File: config.mk
export PLATFORM = sky130hd
export DESIGN_NAME = mcu_top
export DESIGN_NICKNAME = d
export VERILOG_FILES = /design/src/design/mcu_pkg.sv /design/src/design/acc_core.sv /design/src/design/cpu_subsystem.sv /design/src/design/obi_sram.sv /design/src/design/apb_mem_bridge.sv /design/src/design/mcu_top.sv
export VERILOG_INCLUDE_DIRS = /design/src /design/src/design
export SDC_FILE = /design/constraint.sdc
export NUM_CORES = 2
export LEC_CHECK = 0
export BUFFER_PORTS_ARGS = -buffer_cell sky130_fd_sc_hd__buf_2
export CORE_AREA = 2 2 437 872
export DETAILED_ROUTE_END_ITERATION = 7
export DIE_AREA = 0 0 439 874
export HOLD_SLACK_MARGIN = 0.02
export PLACE_DENSITY = 0.59
export SYNTH_ARGS = -nofsm -noshare
export SYNTH_HDL_FRONTEND = slang
export SYNTH_SLANG_ARGS = --single-unit
File: constraint.sdc
create_clock -name clk_i -period 6.2 [get_ports clk_i]
set_input_delay 0.31 -clock clk_i [delete_from_list [all_inputs] [get_ports clk_i]]
set_output_delay 0.31 -clock clk_i [all_outputs]
set_load 0.005 [all_outputs]
File: src/design/mcu_defs.svh
// MCU subsystem constants
// Data and address widths, SRAM depth, APB address map and core vectors

`ifndef MCU_DEFS_SVH
`define MCU_DEFS_SVH

`define MCU_DATA_W      32
`define MCU_ADDR_W      32
`define MCU_MEM_WORDS   64

// APB map as seen by the host
`define MCU_IRAM_BASE   (32'h0000_0000)
`define MCU_DRAM_BASE   (32'h0000_0100)
`define MCU_CTRL_ADDR   (32'h0000_0200)

// Core fetch addresses
`define MCU_BOOT_ADDR   (32'h0000_0000)
`define MCU_IRQ_VECTOR  (32'h0000_0080)

`endif

File: src/design/mcu_pkg.sv
// MCU shared types
// OBI request/response structs and the accumulator core instruction format

`include "mcu_defs.svh"

package mcu_pkg;

    typedef struct packed {
        logic                     req;
        logic                     we;
        logic [`MCU_DATA_W/8-1:0] be;
        logic [`MCU_ADDR_W-1:0]   addr;
        logic [`MCU_DATA_W-1:0]   wdata;
    } obi_req_t;

    typedef struct packed {
        logic                   gnt;
        logic                   rvalid;
        logic [`MCU_DATA_W-1:0] rdata;
    } obi_resp_t;

    // Encoding 0 is left unused so a cleared word decodes as a no-op
    typedef enum logic [3:0] {
        LDI  = 4'h1,
        LD   = 4'h2,
        ST   = 4'h3,
        ADD  = 4'h4,
        DEC  = 4'h5,
        BNZ  = 4'h6,
        HALT = 4'h7,
        RETI = 4'h8
    } opcode_e;

    typedef struct packed {
        opcode_e     opcode;
        logic [3:0]  pad;
        logic [23:0] operand;
    } instr_t;

endpackage

File: src/design/acc_core.sv
// Accumulator core
// Multi-cycle FSM with OBI instruction and data ports, one interrupt level and sleep

`timescale 1ns/1ns
`include "mcu_defs.svh"

module acc_core (
    input  logic               clk_i,
    input  logic               rst_n_i,
    input  logic               fetch_en_i,
    output mcu_pkg::obi_req_t  instr_req_o,
    input  mcu_pkg::obi_resp_t instr_resp_i,
    output mcu_pkg::obi_req_t  data_req_o,
    input  mcu_pkg::obi_resp_t data_resp_i,
    input  logic               irq_i,
    output logic               irq_ack_o,
    output logic               core_sleep_o
);

    typedef enum logic [2:0] {
        S_FETCH,
        S_WAIT_I,
        S_EXEC,
        S_WAIT_D,
        S_SLEEP,
        S_IRQ
    } state_e;

    state_e                 state_q;
    state_e                 state_d;
    state_e                 boundary_st;
    logic [`MCU_ADDR_W-1:0] pc_q;
    logic [`MCU_ADDR_W-1:0] pc_d;
    logic [`MCU_ADDR_W-1:0] epc_q;
    logic [`MCU_ADDR_W-1:0] epc_d;
    logic [`MCU_ADDR_W-1:0] pc_next;
    logic [`MCU_ADDR_W-1:0] operand_addr;
    logic [`MCU_DATA_W-1:0] acc_q;
    logic [`MCU_DATA_W-1:0] acc_d;
    logic                   in_irq_q;
    logic                   in_irq_d;
    logic                   irq_take;
    logic                   mem_op;
    mcu_pkg::instr_t        instr_q;

    assign pc_next      = pc_q + `MCU_ADDR_W'(4);
    assign operand_addr = {{(`MCU_ADDR_W-24){1'b0}}, instr_q.operand};
    assign mem_op       = instr_q.opcode inside {mcu_pkg::LD, mcu_pkg::ST, mcu_pkg::ADD};
    assign irq_take     = irq_i && !in_irq_q;
    // Where to go once an instruction retires
    assign boundary_st  = irq_take ? S_IRQ : S_FETCH;

    always_comb begin
        state_d  = state_q;
        pc_d     = pc_q;
        epc_d    = epc_q;
        acc_d    = acc_q;
        in_irq_d = in_irq_q;
        case (state_q)
            S_FETCH: begin
                if (instr_resp_i.gnt) begin
                    state_d = S_WAIT_I;
                end
            end
            S_WAIT_I: begin
                if (instr_resp_i.rvalid) begin
                    state_d = S_EXEC;
                end
            end
            S_EXEC: begin
                case (instr_q.opcode)
                    mcu_pkg::LDI: begin
                        acc_d   = {{(`MCU_DATA_W-24){1'b0}}, instr_q.operand};
                        pc_d    = pc_next;
                        state_d = boundary_st;
                    end
                    mcu_pkg::LD, mcu_pkg::ST, mcu_pkg::ADD: begin
                        // Request held here until the SRAM grants it
                        if (data_resp_i.gnt) begin
                            state_d = S_WAIT_D;
                        end
                    end
                    mcu_pkg::DEC: begin
                        acc_d   = acc_q - `MCU_DATA_W'(1);
                        pc_d    = pc_next;
                        state_d = boundary_st;
                    end
                    mcu_pkg::BNZ: begin
                        pc_d    = (acc_q != '0) ? operand_addr : pc_next;
                        state_d = boundary_st;
                    end
                    mcu_pkg::HALT: begin
                        pc_d    = pc_next;
                        state_d = S_SLEEP;
                    end
                    mcu_pkg::RETI: begin
                        pc_d     = epc_q;
                        in_irq_d = 1'b0;
                        state_d  = S_FETCH;
                    end
                    default: begin
                        pc_d    = pc_next;
                        state_d = boundary_st;
                    end
                endcase
            end
            S_WAIT_D: begin
                if (data_resp_i.rvalid) begin
                    if (instr_q.opcode == mcu_pkg::LD) begin
                        acc_d = data_resp_i.rdata;
                    end else if (instr_q.opcode == mcu_pkg::ADD) begin
                        acc_d = acc_q + data_resp_i.rdata;
                    end
                    pc_d    = pc_next;
                    state_d = boundary_st;
                end
            end
            S_SLEEP: begin
                if (irq_take) begin
                    state_d = S_IRQ;
                end
            end
            S_IRQ: begin
                // pc already points past the last retired instruction
                epc_d    = pc_q;
                pc_d     = `MCU_IRQ_VECTOR;
                in_irq_d = 1'b1;
                state_d  = S_FETCH;
            end
            default: state_d = S_FETCH;
        endcase
    end

    // Stopped core sits in its reset state
    always_ff @(posedge clk_i) begin
        if (!rst_n_i || !fetch_en_i) begin
            state_q  <= S_FETCH;
            pc_q     <= `MCU_BOOT_ADDR;
            epc_q    <= '0;
            acc_q    <= '0;
            in_irq_q <= 1'b0;
        end else begin
            state_q  <= state_d;
            pc_q     <= pc_d;
            epc_q    <= epc_d;
            acc_q    <= acc_d;
            in_irq_q <= in_irq_d;
        end
    end

    always_ff @(posedge clk_i) begin
        if (state_q == S_WAIT_I && instr_resp_i.rvalid) begin
            instr_q <= mcu_pkg::instr_t'(instr_resp_i.rdata);
        end
    end

    assign instr_req_o.req   = fetch_en_i && (state_q == S_FETCH);
    assign instr_req_o.we    = 1'b0;
    assign instr_req_o.be    = '1;
    assign instr_req_o.addr  = pc_q;
    assign instr_req_o.wdata = '0;

    assign data_req_o.req    = fetch_en_i && (state_q == S_EXEC) && mem_op;
    assign data_req_o.we     = (instr_q.opcode == mcu_pkg::ST);
    assign data_req_o.be     = '1;
    assign data_req_o.addr   = operand_addr;
    assign data_req_o.wdata  = acc_q;

    assign irq_ack_o    = (state_q == S_IRQ);
    assign core_sleep_o = (state_q == S_SLEEP);

    // OBI handshake rules on both ports
    a_instr_hold: assert property (@(posedge clk_i) disable iff (!rst_n_i || !fetch_en_i)
        instr_req_o.req && !instr_resp_i.gnt |=> instr_req_o.req && $stable(instr_req_o));
    a_data_hold: assert property (@(posedge clk_i) disable iff (!rst_n_i || !fetch_en_i)
        data_req_o.req && !data_resp_i.gnt |=> data_req_o.req && $stable(data_req_o));
    a_instr_rvalid: assert property (@(posedge clk_i) disable iff (!rst_n_i)
        instr_resp_i.rvalid |-> $past(instr_req_o.req && instr_resp_i.gnt));
    a_data_rvalid: assert property (@(posedge clk_i) disable iff (!rst_n_i)
        data_resp_i.rvalid |-> $past(data_req_o.req && data_resp_i.gnt));

endmodule

File: src/design/cpu_subsystem.sv
// CPU subsystem
// Wraps the accumulator core and encodes the interrupt vector into id and acknowledge

`timescale 1ns/1ns

module cpu_subsystem (
    input  logic               clk_i,
    input  logic               rst_n_i,
    input  logic               fetch_en_i,
    output mcu_pkg::obi_req_t  core_instr_req_o,
    input  mcu_pkg::obi_resp_t core_instr_resp_i,
    output mcu_pkg::obi_req_t  core_data_req_o,
    input  mcu_pkg::obi_resp_t core_data_resp_i,
    input  logic [31:0]        irq_i,
    output logic               irq_ack_o,
    output logic [ 4:0]        irq_id_o,
    output logic               core_sleep_o
);

    mcu_pkg::obi_req_t instr_req;
    logic              irq_any;
    logic [4:0]        irq_id_enc;
    logic [4:0]        irq_id_q;

    // Instruction port is read only
    assign core_instr_req_o.req   = instr_req.req;
    assign core_instr_req_o.addr  = instr_req.addr;
    assign core_instr_req_o.we    = 1'b0;
    assign core_instr_req_o.be    = 4'b1111;
    assign core_instr_req_o.wdata = '0;

    assign irq_any = |irq_i;

    // Lowest set index wins
    always_comb begin
        irq_id_enc = '0;
        for (int i = 31; i >= 0; i--) begin
            if (irq_i[i]) begin
                irq_id_enc = 5'(i);
            end
        end
    end

    always_ff @(posedge clk_i) begin
        if (!rst_n_i) begin
            irq_id_q <= '0;
        end else if (irq_ack_o) begin
            irq_id_q <= irq_id_enc;
        end
    end

    // Live id during the ack cycle, held copy afterwards
    assign irq_id_o = irq_ack_o ? irq_id_enc : irq_id_q;

    acc_core i_core (
        .clk_i       (clk_i),
        .rst_n_i     (rst_n_i),
        .fetch_en_i  (fetch_en_i),
        .instr_req_o (instr_req),
        .instr_resp_i(core_instr_resp_i),
        .data_req_o  (core_data_req_o),
        .data_resp_i (core_data_resp_i),
        .irq_i       (irq_any),
        .irq_ack_o   (irq_ack_o),
        .core_sleep_o(core_sleep_o)
    );

endmodule

File: src/design/obi_sram.sv
// Dual-port OBI word SRAM
// Host port has fixed priority over the core port, one cycle read latency

`timescale 1ns/1ns
`include "mcu_defs.svh"

module obi_sram (
    input  logic               clk_i,
    input  mcu_pkg::obi_req_t  host_req_i,
    output mcu_pkg::obi_resp_t host_resp_o,
    input  mcu_pkg::obi_req_t  core_req_i,
    output mcu_pkg::obi_resp_t core_resp_o
);

    localparam int unsigned AW = $clog2(`MCU_MEM_WORDS);

    logic [`MCU_DATA_W-1:0] mem [`MCU_MEM_WORDS];
    logic [`MCU_DATA_W-1:0] rdata_q;
    logic                   host_gnt;
    logic                   core_gnt;
    logic                   host_rvalid_q;
    logic                   core_rvalid_q;
    mcu_pkg::obi_req_t      sel_req;
    logic [AW-1:0]          word_idx;

    // Core waits whenever the host is active
    assign host_gnt = host_req_i.req;
    assign core_gnt = core_req_i.req && !host_req_i.req;
    assign sel_req  = host_gnt ? host_req_i : core_req_i;
    assign word_idx = sel_req.addr[AW+1:2];

    always_ff @(posedge clk_i) begin
        if (host_gnt || core_gnt) begin
            if (sel_req.we) begin
                for (int b = 0; b < `MCU_DATA_W/8; b++) begin
                    if (sel_req.be[b]) begin
                        mem[word_idx][8*b +: 8] <= sel_req.wdata[8*b +: 8];
                    end
                end
            end
            // Old contents on a write
            rdata_q <= mem[word_idx];
        end
        host_rvalid_q <= host_gnt;
        core_rvalid_q <= core_gnt;
    end

    assign host_resp_o.gnt    = host_gnt;
    assign host_resp_o.rvalid = host_rvalid_q;
    assign host_resp_o.rdata  = rdata_q;
    assign core_resp_o.gnt    = core_gnt;
    assign core_resp_o.rvalid = core_rvalid_q;
    assign core_resp_o.rdata  = rdata_q;

    // Never both ports granted in one cycle
    a_one_grant: assert property (@(posedge clk_i)
        !(host_resp_o.gnt && core_resp_o.gnt));

endmodule

File: src/design/apb_mem_bridge.sv
// APB to OBI bridge
// Host access to both SRAMs plus the fetch enable control register

`timescale 1ns/1ns
`include "mcu_defs.svh"

module apb_mem_bridge (
    input  logic                   clk_i,
    input  logic                   rst_n_i,
    input  logic [`MCU_ADDR_W-1:0] paddr_i,
    input  logic                   psel_i,
    input  logic                   penable_i,
    input  logic                   pwrite_i,
    input  logic [`MCU_DATA_W-1:0] pwdata_i,
    output logic [`MCU_DATA_W-1:0] prdata_o,
    output logic                   pready_o,
    output logic                   pslverr_o,
    output mcu_pkg::obi_req_t      iram_req_o,
    input  mcu_pkg::obi_resp_t     iram_resp_i,
    output mcu_pkg::obi_req_t      dram_req_o,
    input  mcu_pkg::obi_resp_t     dram_resp_i,
    output logic                   fetch_en_o
);

    localparam logic [`MCU_ADDR_W-1:0] REGION_BYTES = `MCU_MEM_WORDS * 4;

    logic setup;
    logic access;
    logic iram_hit;
    logic dram_hit;
    logic ctrl_hit;
    logic addr_err;
    logic mem_busy;
    logic pready_q;
    logic pslverr_q;
    logic ctrl_rd_q;
    logic ctrl_wr_q;
    logic fetch_en_q;

    assign setup  = psel_i && !penable_i;
    assign access = psel_i && penable_i;

    assign iram_hit = (paddr_i >= `MCU_IRAM_BASE) && (paddr_i < `MCU_IRAM_BASE + REGION_BYTES);
    assign dram_hit = (paddr_i >= `MCU_DRAM_BASE) && (paddr_i < `MCU_DRAM_BASE + REGION_BYTES);
    assign ctrl_hit = (paddr_i == `MCU_CTRL_ADDR);
    assign addr_err = !(iram_hit || dram_hit || ctrl_hit);
    // SRAMs belong to the core while it runs
    assign mem_busy = fetch_en_q && (iram_hit || dram_hit);

    // Single-cycle requests in the setup phase, always granted
    assign iram_req_o.req   = setup && iram_hit && !fetch_en_q;
    assign iram_req_o.we    = pwrite_i;
    assign iram_req_o.be    = '1;
    assign iram_req_o.addr  = paddr_i - `MCU_IRAM_BASE;
    assign iram_req_o.wdata = pwdata_i;

    assign dram_req_o.req   = setup && dram_hit && !fetch_en_q;
    assign dram_req_o.we    = pwrite_i;
    assign dram_req_o.be    = '1;
    assign dram_req_o.addr  = paddr_i - `MCU_DRAM_BASE;
    assign dram_req_o.wdata = pwdata_i;

    always_ff @(posedge clk_i) begin
        if (!rst_n_i) begin
            pready_q   <= 1'b0;
            pslverr_q  <= 1'b0;
            ctrl_rd_q  <= 1'b0;
            ctrl_wr_q  <= 1'b0;
            fetch_en_q <= 1'b0;
        end else begin
            pready_q  <= setup;
            pslverr_q <= setup && (addr_err || mem_busy);
            ctrl_rd_q <= setup && ctrl_hit && !pwrite_i;
            ctrl_wr_q <= setup && ctrl_hit && pwrite_i;
            if (access && ctrl_wr_q) begin
                fetch_en_q <= pwdata_i[0];
            end
        end
    end

    // Read data lands in the access phase
    always_comb begin
        prdata_o = '0;
        if (iram_resp_i.rvalid) begin
            prdata_o = iram_resp_i.rdata;
        end else if (dram_resp_i.rvalid) begin
            prdata_o = dram_resp_i.rdata;
        end else if (ctrl_rd_q) begin
            prdata_o = {{(`MCU_DATA_W-1){1'b0}}, fetch_en_q};
        end
    end

    assign pready_o   = pready_q;
    assign pslverr_o  = pslverr_q;
    assign fetch_en_o = fetch_en_q;

    // Host requests are answered in time for the access phase
    a_host_rvalid: assert property (@(posedge clk_i) disable iff (!rst_n_i)
        (iram_req_o.req || dram_req_o.req) |=> (iram_resp_i.rvalid || dram_resp_i.rvalid));

endmodule

File: src/design/mcu_top.sv
// MCU top level
// APB bridge, CPU subsystem and the instruction and data SRAMs

`timescale 1ns/1ns
`include "mcu_defs.svh"

module mcu_top (
    input  logic                   clk_i,
    input  logic                   rst_n_i,
    input  logic [`MCU_ADDR_W-1:0] paddr_i,
    input  logic                   psel_i,
    input  logic                   penable_i,
    input  logic                   pwrite_i,
    input  logic [`MCU_DATA_W-1:0] pwdata_i,
    output logic [`MCU_DATA_W-1:0] prdata_o,
    output logic                   pready_o,
    output logic                   pslverr_o,
    input  logic [31:0]            irq_i,
    output logic [ 4:0]            irq_id_o,
    output logic                   irq_ack_o,
    output logic                   core_sleep_o
);

    mcu_pkg::obi_req_t  iram_host_req;
    mcu_pkg::obi_resp_t iram_host_resp;
    mcu_pkg::obi_req_t  dram_host_req;
    mcu_pkg::obi_resp_t dram_host_resp;
    mcu_pkg::obi_req_t  core_instr_req;
    mcu_pkg::obi_resp_t core_instr_resp;
    mcu_pkg::obi_req_t  core_data_req;
    mcu_pkg::obi_resp_t core_data_resp;
    logic               fetch_en;

    apb_mem_bridge i_bridge (
        .clk_i      (clk_i),
        .rst_n_i    (rst_n_i),
        .paddr_i    (paddr_i),
        .psel_i     (psel_i),
        .penable_i  (penable_i),
        .pwrite_i   (pwrite_i),
        .pwdata_i   (pwdata_i),
        .prdata_o   (prdata_o),
        .pready_o   (pready_o),
        .pslverr_o  (pslverr_o),
        .iram_req_o (iram_host_req),
        .iram_resp_i(iram_host_resp),
        .dram_req_o (dram_host_req),
        .dram_resp_i(dram_host_resp),
        .fetch_en_o (fetch_en)
    );

    cpu_subsystem i_cpu (
        .clk_i            (clk_i),
        .rst_n_i          (rst_n_i),
        .fetch_en_i       (fetch_en),
        .core_instr_req_o (core_instr_req),
        .core_instr_resp_i(core_instr_resp),
        .core_data_req_o  (core_data_req),
        .core_data_resp_i (core_data_resp),
        .irq_i            (irq_i),
        .irq_ack_o        (irq_ack_o),
        .irq_id_o         (irq_id_o),
        .core_sleep_o     (core_sleep_o)
    );

    obi_sram i_iram (
        .clk_i      (clk_i),
        .host_req_i (iram_host_req),
        .host_resp_o(iram_host_resp),
        .core_req_i (core_instr_req),
        .core_resp_o(core_instr_resp)
    );

    obi_sram i_dram (
        .clk_i      (clk_i),
        .host_req_i (dram_host_req),
        .host_resp_o(dram_host_resp),
        .core_req_i (core_data_req),
        .core_resp_o(core_data_resp)
    );

endmodule

==> flow_summary.yaml <==
run:
  maxCapViolCount: 0
clock_tree:
  post_cts_buffers: 0
  clock_sinks: 4250
  cts_max_level: 5
  cts_tree: "done"
  cts_buffer_depth: 4
  postCtsResizedCells: 0
  cts_inserted_buffers: 353
  path_clk_slew_ns: 0.07
  cts_root_buf: "clkbuf_16"
  cts_hold_buffers: 27
  clock_latency_ns: 0.96
timing:
  relSlewSlack_pct: 5.766
  post-route-min-period_ns: 5.808
  hold_violations: 0
  clock_skew_ns: 0.05627
  layout_worst_path_cycle_share_pct: 93.68
  setup_violations: 0
  tns_ns: 0
  fmax_ghz: 0.1722
  worstMarginPinSlew_ns: 1.414
  rsz0062_at_grt: "no"
  slew_viol_final: 0
setup_path:
  critPathSlowestCell: "nor4_1"
  worst_r2r_endpoint: "i_dram.rdata_q[1]"
  path_common_cell: "a31oi_1"
  path_cells: "nor4b_1, and3_2, nor3_1, a31oi_1, nand2b_2, buf_4, a31oi_1, nor4_1, nand3_1"
  rrSetupSlack_ns: 0.39
  critPathKind: "reg -> reg"
  worstSetupEndpointType: "register"
  cpPeakStageDelay_ns: 1.06
  ff2ff_path_depth: 9
  cp.arrival_ns: 6.37
  start_kind: "register"
  cp.required_ns: 6.76
  cp_max_fo: 19
  r2r_start: "i_bridge.fetch_en_o"
yosys:
  ys_seq_area_share_pct: 80.64
  synth_cells: 8926
  yosysTopAreaCellShare_pct: 79.85
  synthMostInstantiatedCell: "edfxtp_1"
  synth_area_leaders: "edfxtp_1, a22oi_1, a221oi_1"
  synthDistinctLibCells: 77
  synth_nets: 9061
  synthArstFlopShare_pct: 0
  synth-edff-count: 4188
  yosysTopAreaCell: "edfxtp_1"
  syn_area_sq_um: 157500
  synth-warning-count: 0
  syn_area_per_cell_sq_um: 17.64
  synth_common_cells: "edfxtp_1, a22oi_1, a31oi_1, a221oi_1, a22o_1"
  ys.flop_type: "edfxtp_1"
  synth_seq_cells: 4250
detailed_routing:
  vias: 96200
  wl_per_cell_um: 38.88
  drtPass1Iterations: 7
  drtIter0Drc: 12620
  drcViolationCount: 0
  ant_nets: 0
  wl_um: 568900
  viasPerCell: 6.574
floorplan:
  start_util_pct: 41.76
  die_w_um: 439
  die_area_sq_um: 383700
  num_io_pins: 142
  num_rows: 319
  core_area_sq_um: 377200
  dieHeight_um: 874
place:
  place_inst: 13970
  place_hpwl_um: 360700
  gp_congestion: 0.9229
  numPortBuffers: 141
grt:
  grt_pass1_vias: 94460
  grtUsageTotal_pct: 29.02
  grt_max_degree: 88
  grt-ovfl-total: 0
  grt_pass1_wl_um: 773100
  antenna_found_initial: 26
worst_hold_path:
  hp-start: "paddr_i[1]"
  worst_hold_path.num_cells: 6
  holdPathEnd: "i_bridge.ctrl_wr_q"
  hold_path_class: "in -> reg"
power_and_ir_drop:
  power_density_nw_per_um2: 299.1
  vdd_ir_drop_max_uv: 205.4
  combPwrFrac_pct: 0.2
  p_sw_share_pct: 19.46
  clkPwrFrac_pct: 42.2
  p_sw_mw: 10.49
  p_int_mw: 43.41
  pwr-share-seq_pct: 57.6
  leakage_nw: 52.11
finish:
  instances_no_fill: 14630
  finalNetCount: 9512
  area_delta_synth_final_pct: 14.43
  layout-drive-gt1-share_pct: 14.70
  post-route-util_pct: 47.78
outcome:
  status: "complete, no violations"
==> cell type report <==
| class | count | area [sq um] |
|---|---|---|
| flip-flops and latches | 4250 | 127000 |
| diodes | 9 | 22.52 |
| multi-input cells | 4056 | 29270 |
| inverters | 25 | 93.84 |
| fillers | 31100 | 197000 |
| repair buffers | 691 | 6203 |
| clock buffers | 414 | 9233 |
| well taps | 4975 | 6225 |
| clock inverters | 214 | 2162 |
==> worst max path at each step <==
stage / startpoint / end / depth (start not counted)
after floorplan: i_bridge.fetch_en_o / i_dram.mem[0][0] / 6
after global placement: paddr_i[26] / i_iram.rdata_q[10] / 11
after detailed placement: penable_i / i_dram.rdata_q[1] / 11
after CTS: i_bridge.fetch_en_o / i_dram.rdata_q[1] / 9
after global routing: i_bridge.fetch_en_o / i_dram.rdata_q[1] / 9
final: i_bridge.fetch_en_o / i_dram.rdata_q[1] / 9
==> critical path, delay by kind of cell, from the launching register on <==
family	cells	cell delay [ns]
AOI/OAI and AO/OA	2	0.49
DFF	1	0.43
and+or+nand+nor	6	4.10
buffers and inverters	1	0.32
==> flip-flops by register name, indices dropped and copies added, names as in the netlist, 3 cells and up <==
signal	cells
i_dram.rdata_q	32
i_iram.rdata_q	32
i_dram.mem	2048
i_cpu.i_core.state_q	3
i_cpu.i_core.data_req_o	24
i_iram.mem	2048
i_cpu.irq_id_q	5
i_cpu.i_core.epc_q	6
i_cpu.i_core.pc_q	6
i_cpu.i_core.acc_q	32
i_cpu.i_core.instr_q	4
==> stage by stage <==
stage | hold slack, ns | cell area [sq um] | power [mW] | setup slack (ns)
after floorplan | 0.3816 | 157500 | 31.69 | 1.807
after detailed placement | 0.4479 | 168500 | 31.78 | 0.3924
after CTS | 0.02684 | 180200 | 54.02 | 0.4599
after global placement | 0.4409 | 168500 | 31.78 | 0.3600
after global routing | 0.1297 | 180200 | 55.01 | 0.4085
final | 0.1409 | 180200 | 53.90 | 0.3917
==> power by group through the flow <==
stage | Sequential, mW | Clock, mW | Combinational, mW
2_1_floorplan | 31.7 | 0 | 0.0192
3_3_place_gp | 31.7 | 0 | 0.115
3_5_place_dp | 31.7 | 0 | 0.116
4_1_cts | 31.0 | 22.9 | 0.126
5_1_grt | 31.0 | 23.9 | 0.136
6_report | 31.0 | 22.7 | 0.134
==> cells in the final DEF (no fill, tap or decap), drive strengths merged, types with 27 or more instances in the layout <==
| cell type | synthesis | final |
|---|---|---|
| a21oi | 195 | 195 |
| a221oi | 391 | 391 |
| a22o | 389 | 389 |
| a22oi | 1275 | 1275 |
| a31oi | 401 | 401 |
| a41oi | 40 | 40 |
| and2 | 44 | 44 |
| buf | 268 | 664 |
| bufinv | 0 | 39 |
| clkbuf | 327 | 414 |
| clkinv | 0 | 137 |
| dfxtp | 62 | 62 |
| dlygate4sd3 | 0 | 27 |
| edfxtp | 4188 | 4188 |
| ha | 33 | 33 |
| inv | 25 | 39 |
| nand2 | 332 | 332 |
| nand3 | 89 | 89 |
| nand4 | 94 | 94 |
| nor2 | 226 | 226 |
| nor3 | 30 | 30 |
| nor4 | 106 | 106 |
| o21ai | 103 | 103 |
==> kinds of logic (layout without fill, tap and decap cells) <==
logic type | after synthesis | count (layout) | share of synthesized area (%)
adders and majority gates | 34 | 34 | 0.2749
AOI/OAI and AO/OA | 2914 | 2914 | 13.78
DFF | 4250 | 4250 | 80.64
xor gates and xnor gates | 43 | 43 | 0.2391
buffers and inverters | 620 | 1344 | 1.655
muxes | 28 | 28 | 0.1795
other | 0 | 9 | 0
and+or+nand+nor | 1037 | 1037 | 3.229
==> metal layers <==
metal	global-route usage, %	part of all wire, %	up-vias
li1	-	-	38420
met1	31.64	32	49900
met2	51.06	51	6231
met3	4.960	8.6	1643
met4	20.40	8.6	10
met5	0	0.010	-
(Power assumes the default switching activity.)
